File: src/source/mem_cfg.svh
//****************************************
// cache and main memory sizes and latency
// included by every source that sizes a port
//****************************************
`ifndef MEM_CFG_SVH
`define MEM_CFG_SVH

// byte address and data word
`define MEM_ADDR_W 16
`define MEM_DATA_W 16

// address split: tag 15:11, index 10:3, word offset 2:1
`define MEM_TAG_W 5
`define MEM_INDEX_W 8
`define MEM_WORDS_PER_LINE 4

// cycles the memory stalls per word access
`define MEM_LATENCY 4

`endif

File: src/source/mem_pkg.sv
//****************************************
// shared types for controller, ways and memory
//****************************************
`include "mem_cfg.svh"

package mem_pkg;

   // address fields
   typedef logic [`MEM_TAG_W-1:0] tag_t;
   typedef logic [`MEM_INDEX_W-1:0] index_t;
   typedef logic [$clog2(`MEM_WORDS_PER_LINE)-1:0] offset_t;

   // one data word
   typedef logic [`MEM_DATA_W-1:0] word_t;

   // controller states, one access in flight at a time
   typedef enum logic [2:0] {
      st_idle,
      st_compare,
      st_write_back,
      st_fill,
      st_finish,
      st_fault
   } ctrl_state_t;

endpackage

File: src/source/cache_bus_if.sv
//****************************************
// controller-to-way and controller-to-memory buses
//****************************************
`timescale 1ns/1ps
`include "mem_cfg.svh"

// one instance per way
interface way_bus_if;
   mem_pkg::index_t  index;
   mem_pkg::offset_t offset;
   mem_pkg::tag_t    tag_in;
   mem_pkg::word_t   data_in;
   logic             comp;
   logic             write;
   logic             valid_in;
   logic             enable;
   // addressed line, combinational
   mem_pkg::tag_t    tag_out;
   mem_pkg::word_t   data_out;
   logic             hit;
   logic             dirty;
   logic             valid;

   modport ctrl (output index, offset, tag_in, data_in, comp, write, valid_in, enable,
                 input tag_out, data_out, hit, dirty, valid);
   modport way (input index, offset, tag_in, data_in, comp, write, valid_in, enable,
                output tag_out, data_out, hit, dirty, valid);
endinterface

interface mem_bus_if;
   logic [`MEM_ADDR_W-1:0] addr;
   mem_pkg::word_t         data_in;
   mem_pkg::word_t         data_out;
   logic                   rd;
   logic                   wr;
   logic                   stall;

   modport ctrl (output addr, data_in, rd, wr, input data_out, stall);
   modport mem (input addr, data_in, rd, wr, output data_out, stall);
endinterface

File: src/source/cache_ctrl.sv
//****************************************
// cache access FSM: hit, write-back, fill, error
// also owns the victim-way bit
//****************************************
`timescale 1ns/1ps
`include "mem_cfg.svh"

module cache_ctrl (
   input  logic                   clk,
   input  logic                   reset,
   input  logic [`MEM_ADDR_W-1:0] addr,
   input  mem_pkg::word_t         data_in,
   input  logic                   rd,
   input  logic                   wr,
   output logic                   done,
   output logic                   stall,
   output logic                   cache_hit,
   output logic                   err,
   way_bus_if.ctrl                way0,
   way_bus_if.ctrl                way1,
   mem_bus_if.ctrl                mem
);

   localparam int off_w  = $clog2(`MEM_WORDS_PER_LINE);
   localparam int cnt_w  = off_w + 1;
   localparam int tag_lo = `MEM_ADDR_W - `MEM_TAG_W;

   mem_pkg::ctrl_state_t state;
   mem_pkg::ctrl_state_t state_nxt;

   // latched request
   mem_pkg::tag_t    tag_q;
   mem_pkg::index_t  index_q;
   mem_pkg::offset_t offset_q;
   mem_pkg::word_t   data_q;
   logic             wr_q;

   logic             hit_q;
   logic             way_sel;
   logic             victim;
   logic             pick;
   logic             pick_dirty;
   // words strobed to memory in this burst
   logic [cnt_w-1:0] sent_cnt;
   logic [cnt_w-1:0] fill_word;
   logic             mem_ready;
   logic             last_sent;
   logic             word_back;
   logic             line_busy;
   logic             way_write;
   mem_pkg::offset_t way_off;

   // memory free: nothing sent yet, or the last word came back
   assign mem_ready = (sent_cnt == '0) || !mem.stall;
   assign last_sent = sent_cnt == cnt_w'(`MEM_WORDS_PER_LINE);
   assign word_back = (sent_cnt != '0) && !mem.stall;
   // word returning now was strobed one count back
   assign fill_word = sent_cnt - 1'b1;

   // hit way first, then invalid way 0, invalid way 1, else victim bit
   always_comb begin
      if (way0.hit)
         pick = 1'b0;
      else if (way1.hit)
         pick = 1'b1;
      else if (!way0.valid)
         pick = 1'b0;
      else if (!way1.valid)
         pick = 1'b1;
      else
         pick = victim;
   end
   assign pick_dirty = pick ? (way1.valid && way1.dirty) : (way0.valid && way0.dirty);

   always_comb begin
      state_nxt = state;
      case (state)
         mem_pkg::st_idle:
            if ((rd && wr) || ((rd || wr) && addr[0]))
               state_nxt = mem_pkg::st_fault;
            else if (rd || wr)
               state_nxt = mem_pkg::st_compare;
         mem_pkg::st_compare:
            if (way0.hit || way1.hit)
               state_nxt = mem_pkg::st_finish;
            else if (pick_dirty)
               state_nxt = mem_pkg::st_write_back;
            else
               state_nxt = mem_pkg::st_fill;
         mem_pkg::st_write_back:
            if (last_sent && !mem.stall)
               state_nxt = mem_pkg::st_fill;
         mem_pkg::st_fill:
            if (last_sent && !mem.stall)
               state_nxt = mem_pkg::st_finish;
         default:
            state_nxt = mem_pkg::st_idle;
      endcase
   end

   always_ff @(posedge clk) begin
      if (reset) begin
         state    <= mem_pkg::st_idle;
         wr_q     <= 1'b0;
         hit_q    <= 1'b0;
         way_sel  <= 1'b0;
         victim   <= 1'b0;
         sent_cnt <= '0;
      end else begin
         state <= state_nxt;
         if (state == mem_pkg::st_idle)
            wr_q <= wr;
         if (state == mem_pkg::st_compare) begin
            hit_q   <= way0.hit || way1.hit;
            way_sel <= pick;
         end
         // burst counter restarts between write-back and fill
         if (state_nxt != state)
            sent_cnt <= '0;
         else if (mem.rd || mem.wr)
            sent_cnt <= sent_cnt + 1'b1;
         // toggles on every completed access, never on a fault
         if (state == mem_pkg::st_finish)
            victim <= ~victim;
      end
   end

   // request payload
   always_ff @(posedge clk) begin
      if (state == mem_pkg::st_idle) begin
         tag_q    <= addr[`MEM_ADDR_W-1:tag_lo];
         index_q  <= addr[tag_lo-1:off_w+1];
         offset_q <= addr[off_w:1];
         data_q   <= data_in;
      end
   end

   // memory side, strobe as soon as the previous word completes
   assign mem.wr      = (state == mem_pkg::st_write_back) && mem_ready && !last_sent;
   assign mem.rd      = (state == mem_pkg::st_fill) && mem_ready && !last_sent;
   assign mem.addr    = {(state == mem_pkg::st_write_back) ?
                         (way_sel ? way1.tag_out : way0.tag_out) : tag_q,
                         index_q, sent_cnt[off_w-1:0], 1'b0};
   assign mem.data_in = way_sel ? way1.data_out : way0.data_out;

   // way side
   always_comb begin
      case (state)
         mem_pkg::st_write_back:
            way_off = sent_cnt[off_w-1:0];
         mem_pkg::st_fill:
            way_off = fill_word[off_w-1:0];
         default:
            way_off = offset_q;
      endcase
   end
   // fill writes each returning word, finish merges the write data
   assign way_write = ((state == mem_pkg::st_fill) && word_back) ||
                      ((state == mem_pkg::st_finish) && wr_q);
   assign line_busy = (state == mem_pkg::st_write_back) || (state == mem_pkg::st_fill) ||
                      (state == mem_pkg::st_finish);

   assign way0.index    = index_q;
   assign way0.offset   = way_off;
   assign way0.tag_in   = tag_q;
   assign way0.data_in  = (state == mem_pkg::st_fill) ? mem.data_out : data_q;
   assign way0.comp     = state == mem_pkg::st_finish;
   assign way0.valid_in = 1'b1;
   assign way0.enable   = line_busy && !way_sel;
   assign way0.write    = way_write && !way_sel;

   assign way1.index    = index_q;
   assign way1.offset   = way_off;
   assign way1.tag_in   = tag_q;
   assign way1.data_in  = (state == mem_pkg::st_fill) ? mem.data_out : data_q;
   assign way1.comp     = state == mem_pkg::st_finish;
   assign way1.valid_in = 1'b1;
   assign way1.enable   = line_busy && way_sel;
   assign way1.write    = way_write && way_sel;

   // top-level status
   assign stall     = state != mem_pkg::st_idle;
   assign done      = (state == mem_pkg::st_finish) || (state == mem_pkg::st_fault);
   assign err       = state == mem_pkg::st_fault;
   assign cache_hit = (state == mem_pkg::st_finish) && hit_q;

   a_done_pulse: assert property (
      @(posedge clk) disable iff (reset) done |=> !done
   );
   // done or err only after a strobe or while busy
   a_done_cause: assert property (
      @(posedge clk) disable iff (reset) (done || err) |-> $past(stall || rd || wr)
   );

endmodule

File: src/flat_wrapper.sv
// flat-port wrapper written by rule: the top's interface ports become plain ports
module cache_ctrl_flat 
  (clk, reset, addr, data_in, rd, wr, done, stall, cache_hit, err, way0_index, way0_offset, way0_tag_in, way0_data_in, way0_comp, way0_write, way0_valid_in, way0_enable, way0_tag_out, way0_data_out, way0_hit, way0_dirty, way0_valid, way1_index, way1_offset, way1_tag_in, way1_data_in, way1_comp, way1_write, way1_valid_in, way1_enable, way1_tag_out, way1_data_out, way1_hit, way1_dirty, way1_valid, mem_addr, mem_data_in, mem_rd, mem_wr, mem_data_out, mem_stall);
  way_bus_if way0_i ();
  way_bus_if way1_i ();
  mem_bus_if mem_i ();
  input  logic clk;
  input  logic reset;
  input  logic [`MEM_ADDR_W-1:0] addr;
  input  mem_pkg::word_t data_in;
  input  logic rd;
  input  logic wr;
  output logic done;
  output logic stall;
  output logic cache_hit;
  output logic err;
  output wire logic [$bits(way0_i.index)-1:0] way0_index;
  output wire logic [$bits(way0_i.offset)-1:0] way0_offset;
  output wire logic [$bits(way0_i.tag_in)-1:0] way0_tag_in;
  output wire logic [$bits(way0_i.data_in)-1:0] way0_data_in;
  output wire logic [$bits(way0_i.comp)-1:0] way0_comp;
  output wire logic [$bits(way0_i.write)-1:0] way0_write;
  output wire logic [$bits(way0_i.valid_in)-1:0] way0_valid_in;
  output wire logic [$bits(way0_i.enable)-1:0] way0_enable;
  input wire logic [$bits(way0_i.tag_out)-1:0] way0_tag_out;
  input wire logic [$bits(way0_i.data_out)-1:0] way0_data_out;
  input wire logic [$bits(way0_i.hit)-1:0] way0_hit;
  input wire logic [$bits(way0_i.dirty)-1:0] way0_dirty;
  input wire logic [$bits(way0_i.valid)-1:0] way0_valid;
  output wire logic [$bits(way1_i.index)-1:0] way1_index;
  output wire logic [$bits(way1_i.offset)-1:0] way1_offset;
  output wire logic [$bits(way1_i.tag_in)-1:0] way1_tag_in;
  output wire logic [$bits(way1_i.data_in)-1:0] way1_data_in;
  output wire logic [$bits(way1_i.comp)-1:0] way1_comp;
  output wire logic [$bits(way1_i.write)-1:0] way1_write;
  output wire logic [$bits(way1_i.valid_in)-1:0] way1_valid_in;
  output wire logic [$bits(way1_i.enable)-1:0] way1_enable;
  input wire logic [$bits(way1_i.tag_out)-1:0] way1_tag_out;
  input wire logic [$bits(way1_i.data_out)-1:0] way1_data_out;
  input wire logic [$bits(way1_i.hit)-1:0] way1_hit;
  input wire logic [$bits(way1_i.dirty)-1:0] way1_dirty;
  input wire logic [$bits(way1_i.valid)-1:0] way1_valid;
  output wire logic [$bits(mem_i.addr)-1:0] mem_addr;
  output wire logic [$bits(mem_i.data_in)-1:0] mem_data_in;
  output wire logic [$bits(mem_i.rd)-1:0] mem_rd;
  output wire logic [$bits(mem_i.wr)-1:0] mem_wr;
  input wire logic [$bits(mem_i.data_out)-1:0] mem_data_out;
  input wire logic [$bits(mem_i.stall)-1:0] mem_stall;
  assign way0_index = way0_i.index;
  assign way0_offset = way0_i.offset;
  assign way0_tag_in = way0_i.tag_in;
  assign way0_data_in = way0_i.data_in;
  assign way0_comp = way0_i.comp;
  assign way0_write = way0_i.write;
  assign way0_valid_in = way0_i.valid_in;
  assign way0_enable = way0_i.enable;
  assign way0_i.tag_out = way0_tag_out;
  assign way0_i.data_out = way0_data_out;
  assign way0_i.hit = way0_hit;
  assign way0_i.dirty = way0_dirty;
  assign way0_i.valid = way0_valid;
  assign way1_index = way1_i.index;
  assign way1_offset = way1_i.offset;
  assign way1_tag_in = way1_i.tag_in;
  assign way1_data_in = way1_i.data_in;
  assign way1_comp = way1_i.comp;
  assign way1_write = way1_i.write;
  assign way1_valid_in = way1_i.valid_in;
  assign way1_enable = way1_i.enable;
  assign way1_i.tag_out = way1_tag_out;
  assign way1_i.data_out = way1_data_out;
  assign way1_i.hit = way1_hit;
  assign way1_i.dirty = way1_dirty;
  assign way1_i.valid = way1_valid;
  assign mem_addr = mem_i.addr;
  assign mem_data_in = mem_i.data_in;
  assign mem_rd = mem_i.rd;
  assign mem_wr = mem_i.wr;
  assign mem_i.data_out = mem_data_out;
  assign mem_i.stall = mem_stall;
  cache_ctrl u_core (.clk(clk), .reset(reset), .addr(addr), .data_in(data_in), .rd(rd), .wr(wr), .done(done), .stall(stall), .cache_hit(cache_hit), .err(err), .way0(way0_i), .way1(way1_i), .mem(mem_i));
endmodule
File: config.mk
export PLATFORM = sky130hd
export DESIGN_NAME = cache_ctrl_flat
export DESIGN_NICKNAME = d
export VERILOG_FILES = /design/src/source/mem_pkg.sv /design/src/source/cache_bus_if.sv /design/src/source/cache_ctrl.sv /design/src/flat_wrapper.sv
export VERILOG_INCLUDE_DIRS = /design/src /design/src/source
export SDC_FILE = /design/constraint.sdc
export NUM_CORES = 1
export LEC_CHECK = 0
export ABC_CLOCK_PERIOD_IN_PS = 8100
export BUFFER_PORTS_ARGS = -buffer_cell sky130_fd_sc_hd__buf_4
export CORE_MARGIN = 8
export CORE_UTILIZATION = 42
export CTS_CLUSTER_DIAMETER = 120
export DETAILED_ROUTE_END_ITERATION = 7
export GPL_TIMING_DRIVEN = 0
export PLACE_DENSITY_LB_ADDON = 0.15
export SYNTH_ARGS = -nofsm -noshare
export SYNTH_HDL_FRONTEND = slang
export SYNTH_SLANG_ARGS = --single-unit
File: constraint.sdc
create_clock -name clk -period 8.1 [get_ports clk]
set_input_delay 1.62 -clock clk [delete_from_list [all_inputs] [get_ports clk]]
set_output_delay 1.62 -clock clk [all_outputs]
set_load 0.01 [all_outputs]
# After elaboration in Yosys (flattened, before gate mapping)
# Cells that the tools add are included.
dict set report word_totals {
  ff_bits 41
  in_bits 101
  output_inout_bits 108
  word_cells 71
}
dict set report op_classes {
  n_addsub 2
  n_eq_ne 7
  n_mux 17
  n_bitwise 1
  n_reduce_logical 34
}
# op n
set ops {}
lappend ops {{two-way mux 16 bit} 2}
lappend ops {{logical AND 1 bit} 17}
lappend ops {{two-way mux 3 bit} 5}
lappend ops {{case mux 3 bit (4 select lines)} 1}
lappend ops {{two-way mux 5 bit} 2}
lappend ops {{== test 3 bit (second input constant)} 3}
lappend ops {{logical OR 1 bit} 9}
lappend ops {{== test 3 x 2 -> 1 bit (second input constant)} 2}
lappend ops {{logical NOT 3 bit} 2}
lappend ops {{two-way mux 1 bit} 6}
lappend ops {{nonzero test 3 bit} 2}
lappend ops {{case mux 2 bit (2 select lines)} 1}
lappend ops {{adder 3 x 1 -> 3 bit (second input constant)} 1}
lappend ops {{== test 3 x 1 -> 1 bit (second input constant)} 1}
lappend ops {{logical NOT 1 bit} 3}
lappend ops {{!= test 3 bit} 1}
lappend ops {{OR reduction 2 bit} 1}
lappend ops {{subtractor 2 x 1 -> 2 bit (second input constant)} 1}
lappend ops {{NOT 1 bit} 1}

# Logic depth before layout (Yosys ltp)
dict set report depth {
  depth_word 10
  depth_mapped 6
  depth_no_buf 6
}

# Worst setup path before layout
# OpenSTA, ideal clock, no wires.
dict set report synth_timing {
  path_type {reg-to-output}
  startpoint {reg u_core.state[1]}
  endpoint {out stall}
  arrival_time_ps 2079
  required_time_ps 6480
  slack_ps 4401
  stages_incl_launch_ff 4
  n_path_buf 1
  cell_sequence {dfxtp_1 > buf_6 > nor3_2 > inv_1}
}
dict set report synth_between {
  elab_chain_cells 1
}
# element line
set synth_rtl {}
lappend synth_rtl {{from (decl)} cache_ctrl.sv:28} ;# mem_pkg::ctrl_state_t state;
lappend synth_rtl {{from (signal assigned)} cache_ctrl.sv:103} ;# state <= mem_pkg::st_idle;
lappend synth_rtl {{from (signal assigned)} cache_ctrl.sv:110} ;# state <= state_nxt;
lappend synth_rtl {{nonzero test 3 bit} cache_ctrl.sv:182} ;# assign stall = state != mem_pkg::st_idle;
lappend synth_rtl {{to (decl)} flat_wrapper.sv:14} ;# output logic stall;
# Every way passes these cells.

# Final worst setup path
dict set report layout_timing {
  startpoint {in mem_stall}
  endpoint {out mem_rd}
}
dict set report layout_between {
  elab_chain_cells 4
}
# element line
set layout_rtl {}
lappend layout_rtl {{from (decl)} flat_wrapper.sv:48} ;# input wire logic [$bits(mem_i.stall)-1:0] mem_stall;
lappend layout_rtl {{logical NOT 1 bit} cache_ctrl.sv:54} ;# assign mem_ready = (sent_cnt == '0) || !mem.stall;
lappend layout_rtl {{logical OR 1 bit} cache_ctrl.sv:54}
lappend layout_rtl {{logical AND 1 bit (2 in a row)} cache_ctrl.sv:140} ;# assign mem.rd = (state == mem_pkg::st_fill) && mem_ready && !last_sent;
lappend layout_rtl {{to (decl)} flat_wrapper.sv:45} ;# output wire logic [$bits(mem_i.rd)-1:0] mem_rd;
# Every way passes these cells.

==> results.sh <==
export IMPL_status="finished clean"
export IMPL_worstHoldPathType="reg -> reg"
export IMPL_cts_buffers=5
export IMPL_max_slew_margin_pct=46.23
export IMPL_cts_root_buffer="clkbuf_8"
export IMPL_yosysWarnings=0
export IMPL_cts_tree="done"
export IMPL_peakVddDrop_mv=0.1551
export IMPL_worstSetupPathType="in -> out"
export IMPL_drt_first_iter_violations=49
export IMPL_worst_pin_slew_ps=803.9
export IMPL_vias_per_cell=4.629
export IMPL_post_cts_repair_setup_buffers=0
export IMPL_h_tree_depth=2
export IMPL_hold_viol_final=0
export IMPL_dieWidth_um=92.61
export IMPL_grt_pass1_vias=2484
export IMPL_num_vias=2356
export IMPL_grt_setup_unrepaired="false"
export IMPL_place_gp_congestion=0.8740
export IMPL_grt_pass1_wl_um=13340
export IMPL_ant_nets=0
export IMPL_antenna_cells=0
export IMPL_fin_setup_tns_ps=0
export IMPL_die_area_um2=8576
export IMPL_antenna_found_initial=0
export IMPL_startpoint_type="primary input"
export IMPL_worstPathMaxFanout=5
export IMPL_wl_per_cell_um=17.91
export IMPL_fin_crit_ps=3958
export IMPL_crit_chain="buf_4, mux2i_1, and2_1, buf_4"
export IMPL_maxSlewViolCount=0
export IMPL_max_freq_ghz=0.2526
export IMPL_leakagePower_nw=2.045
export IMPL_num_rows=28
export IMPL_cts_repair_resized=0
export IMPL_overflow=0
export IMPL_post_dp_cell_area_um2=4128
export IMPL_synth_edf_count=31
export IMPL_initial_core_util_pct=42.64
export IMPL_path_common_cell="buf_4"
export IMPL_synthFlopType="edfxtp_1"
export IMPL_final_common_cell="buf_4"
export IMPL_fin_area_um2=4244
export IMPL_crit_path_end_kind="output port"
export IMPL_p_per_area_nw_per_um2=195.9
export IMPL_track_usage_pct=20.23
export IMPL_area_delta_synth_final_pct=72.18
export IMPL_path_clk_slew_ps=70
export IMPL_cts_sinks=41
export IMPL_max_cap_violations=0
export IMPL_period_share_pct=48.87
export IMPL_portBuffers=204
export IMPL_drive_gt1_share_pct=68.89
export IMPL_ys_types=40
export IMPL_coreArea_um2=5781
export IMPL_clk_path_buf_depth=2
export IMPL_syn_inst=220
export IMPL_worst_endpoint_required_ps=6480
export IMPL_die_h_um=92.61
export IMPL_yosysSeqAreaShare_pct=45.89
export IMPL_grt_max_degree=22
export IMPL_hold_buffers=0
export IMPL_critPathSlowestCell="mux2i_1"
export IMPL_clock_latency_ps=290
export IMPL_wl_um=9115
export IMPL_synthesis_area_um2=2465
export IMPL_layout_nets=536
export IMPL_setup_violations=0
export IMPL_io_pins=209
export IMPL_route_detailed_drc=0
export IMPL_async_flop_share_pct=0
export IMPL_dpl_hpwl_um=7930
export IMPL_cpPeakStageDelay_ps=300
export IMPL_fin_skew_ps=6.971
export IMPL_synth_seq_cells=41
export IMPL_drtPass1Iterations=4
export IMPL_cp_arrival_ps=2340
export IMPL_layout_cells_most_common_list="buf_4 (249), mux2_2 (32), edfxtp_1 (31)"
export IMPL_syn_area_per_cell_um2=11.20
## metrics by stage
step                      util (%)  power [mW]  setup slack [ps]  hold WS [ps]  cells
final                        73.42      0.8314              4142         463.4    509
after global routing         73.42      0.8719              4034         504.5    509
after CTS                    73.42      0.8397              4129         472.3    509
after detailed placement     71.41      0.6713              4132         460.9    501
after global placement       70.82      0.6539              3693         441.4    500
after floorplan                  -      0.4672              4401         425.8    221
## routing by layer
metal | part of all wire [%] | track usage [%] | wire, um
met2 | 56 | 40.23 | 5085
met1 | 33 | 18.91 | 3024
met3 | 9.5 | 6.715 | 867
met5 | 0 | 0 | 0
met4 | 1.5 | 5.772 | 138
## final cells by class
| type | instances | area (um^2) |
|---|---|---|
| inverters | 4 | 15.01 |
| plain buffers | 54 | 391.6 |
| multi-input cells | 122 | 937.1 |
| clock inverters | 1 | 30.03 |
| well taps | 75 | 93.84 |
| clock buffers | 7 | 86.33 |
| fillers | 443 | 1536 |
| flip-flops and latches | 41 | 1131 |
| repair buffers | 205 | 1559 |
## Yosys cell counts (2+ instances only)
master,n,area [um^2]
a21oi_1,11,55.05
buf_6,2,22.52
o21ai_0,4,20.02
conb_1,2,7.510
clkbuf_1,2,7.510
buf_2,4,20.02
nor2_1,13,48.80
mux2i_1,7,70.07
ha_1,2,25.02
nand2_1,9,33.78
nor2b_1,6,37.54
xnor2_1,3,26.28
nand3_1,2,10.01
mux2_2,32,360.4
and3b_1,2,17.52
buf_4,45,337.8
nand2b_1,3,18.77
nor3_1,4,20.02
and2_1,4,25.02
inv_1,4,15.01
dfxtp_1,10,200.2
edfxtp_1,31,930.9
## power breakdown
part | internal (mW) | leakage [nW] | switching [mW]
registers | 0.271 | 0.392 | 0.0173
clock network | 0.100 | 0.0585 | 0.0684
logic | 0.216 | 1.59 | 0.159
total | 0.587 | 2.04 | 0.244
## kinds of logic after synthesis
logic type	Yosys count	share of synthesized area, %
buffers and inverters	58	16.50
and+or+nand+nor	51	11.62
DFF	41	45.89
muxes	39	17.46
AOI/OAI and AO/OA	22	5.381
xor gates and xnor gates	4	1.422
adders and majority gates	3	1.421
other	2	0.3047
## worst max-delay path: cells and delay by family
family	cells	cell delay, ps
muxes	1	300
and+or+nand+nor	1	180
buffers and inverters	2	240
## final timing paths
path	from	end	slack, ps	depth (start not counted)
worst max register to register	u_core.state[2]	u_core.state[0]	6270	4
worst min register to register	u_core.hit_q	u_core.hit_q	460	2
worst min-delay path	u_core.hit_q	u_core.hit_q	460	2
worst max-delay path	mem_stall	mem_rd	4140	4
## sequential cells by signal, indices dropped and copies added (netlist names)
| register | flops |
|---|---|
| u_core.data_q | 16 |
| u_core.hit_q | 1 |
| u_core.offset_q | 2 |
| u_core.sent_cnt | 3 |
| u_core.state | 3 |
| u_core.victim | 1 |
| u_core.way0.index | 8 |
| u_core.way0.tag_in | 5 |
| u_core.way_sel | 1 |
| u_core.wr_q | 1 |
Power figures use the tool's default switching activity.
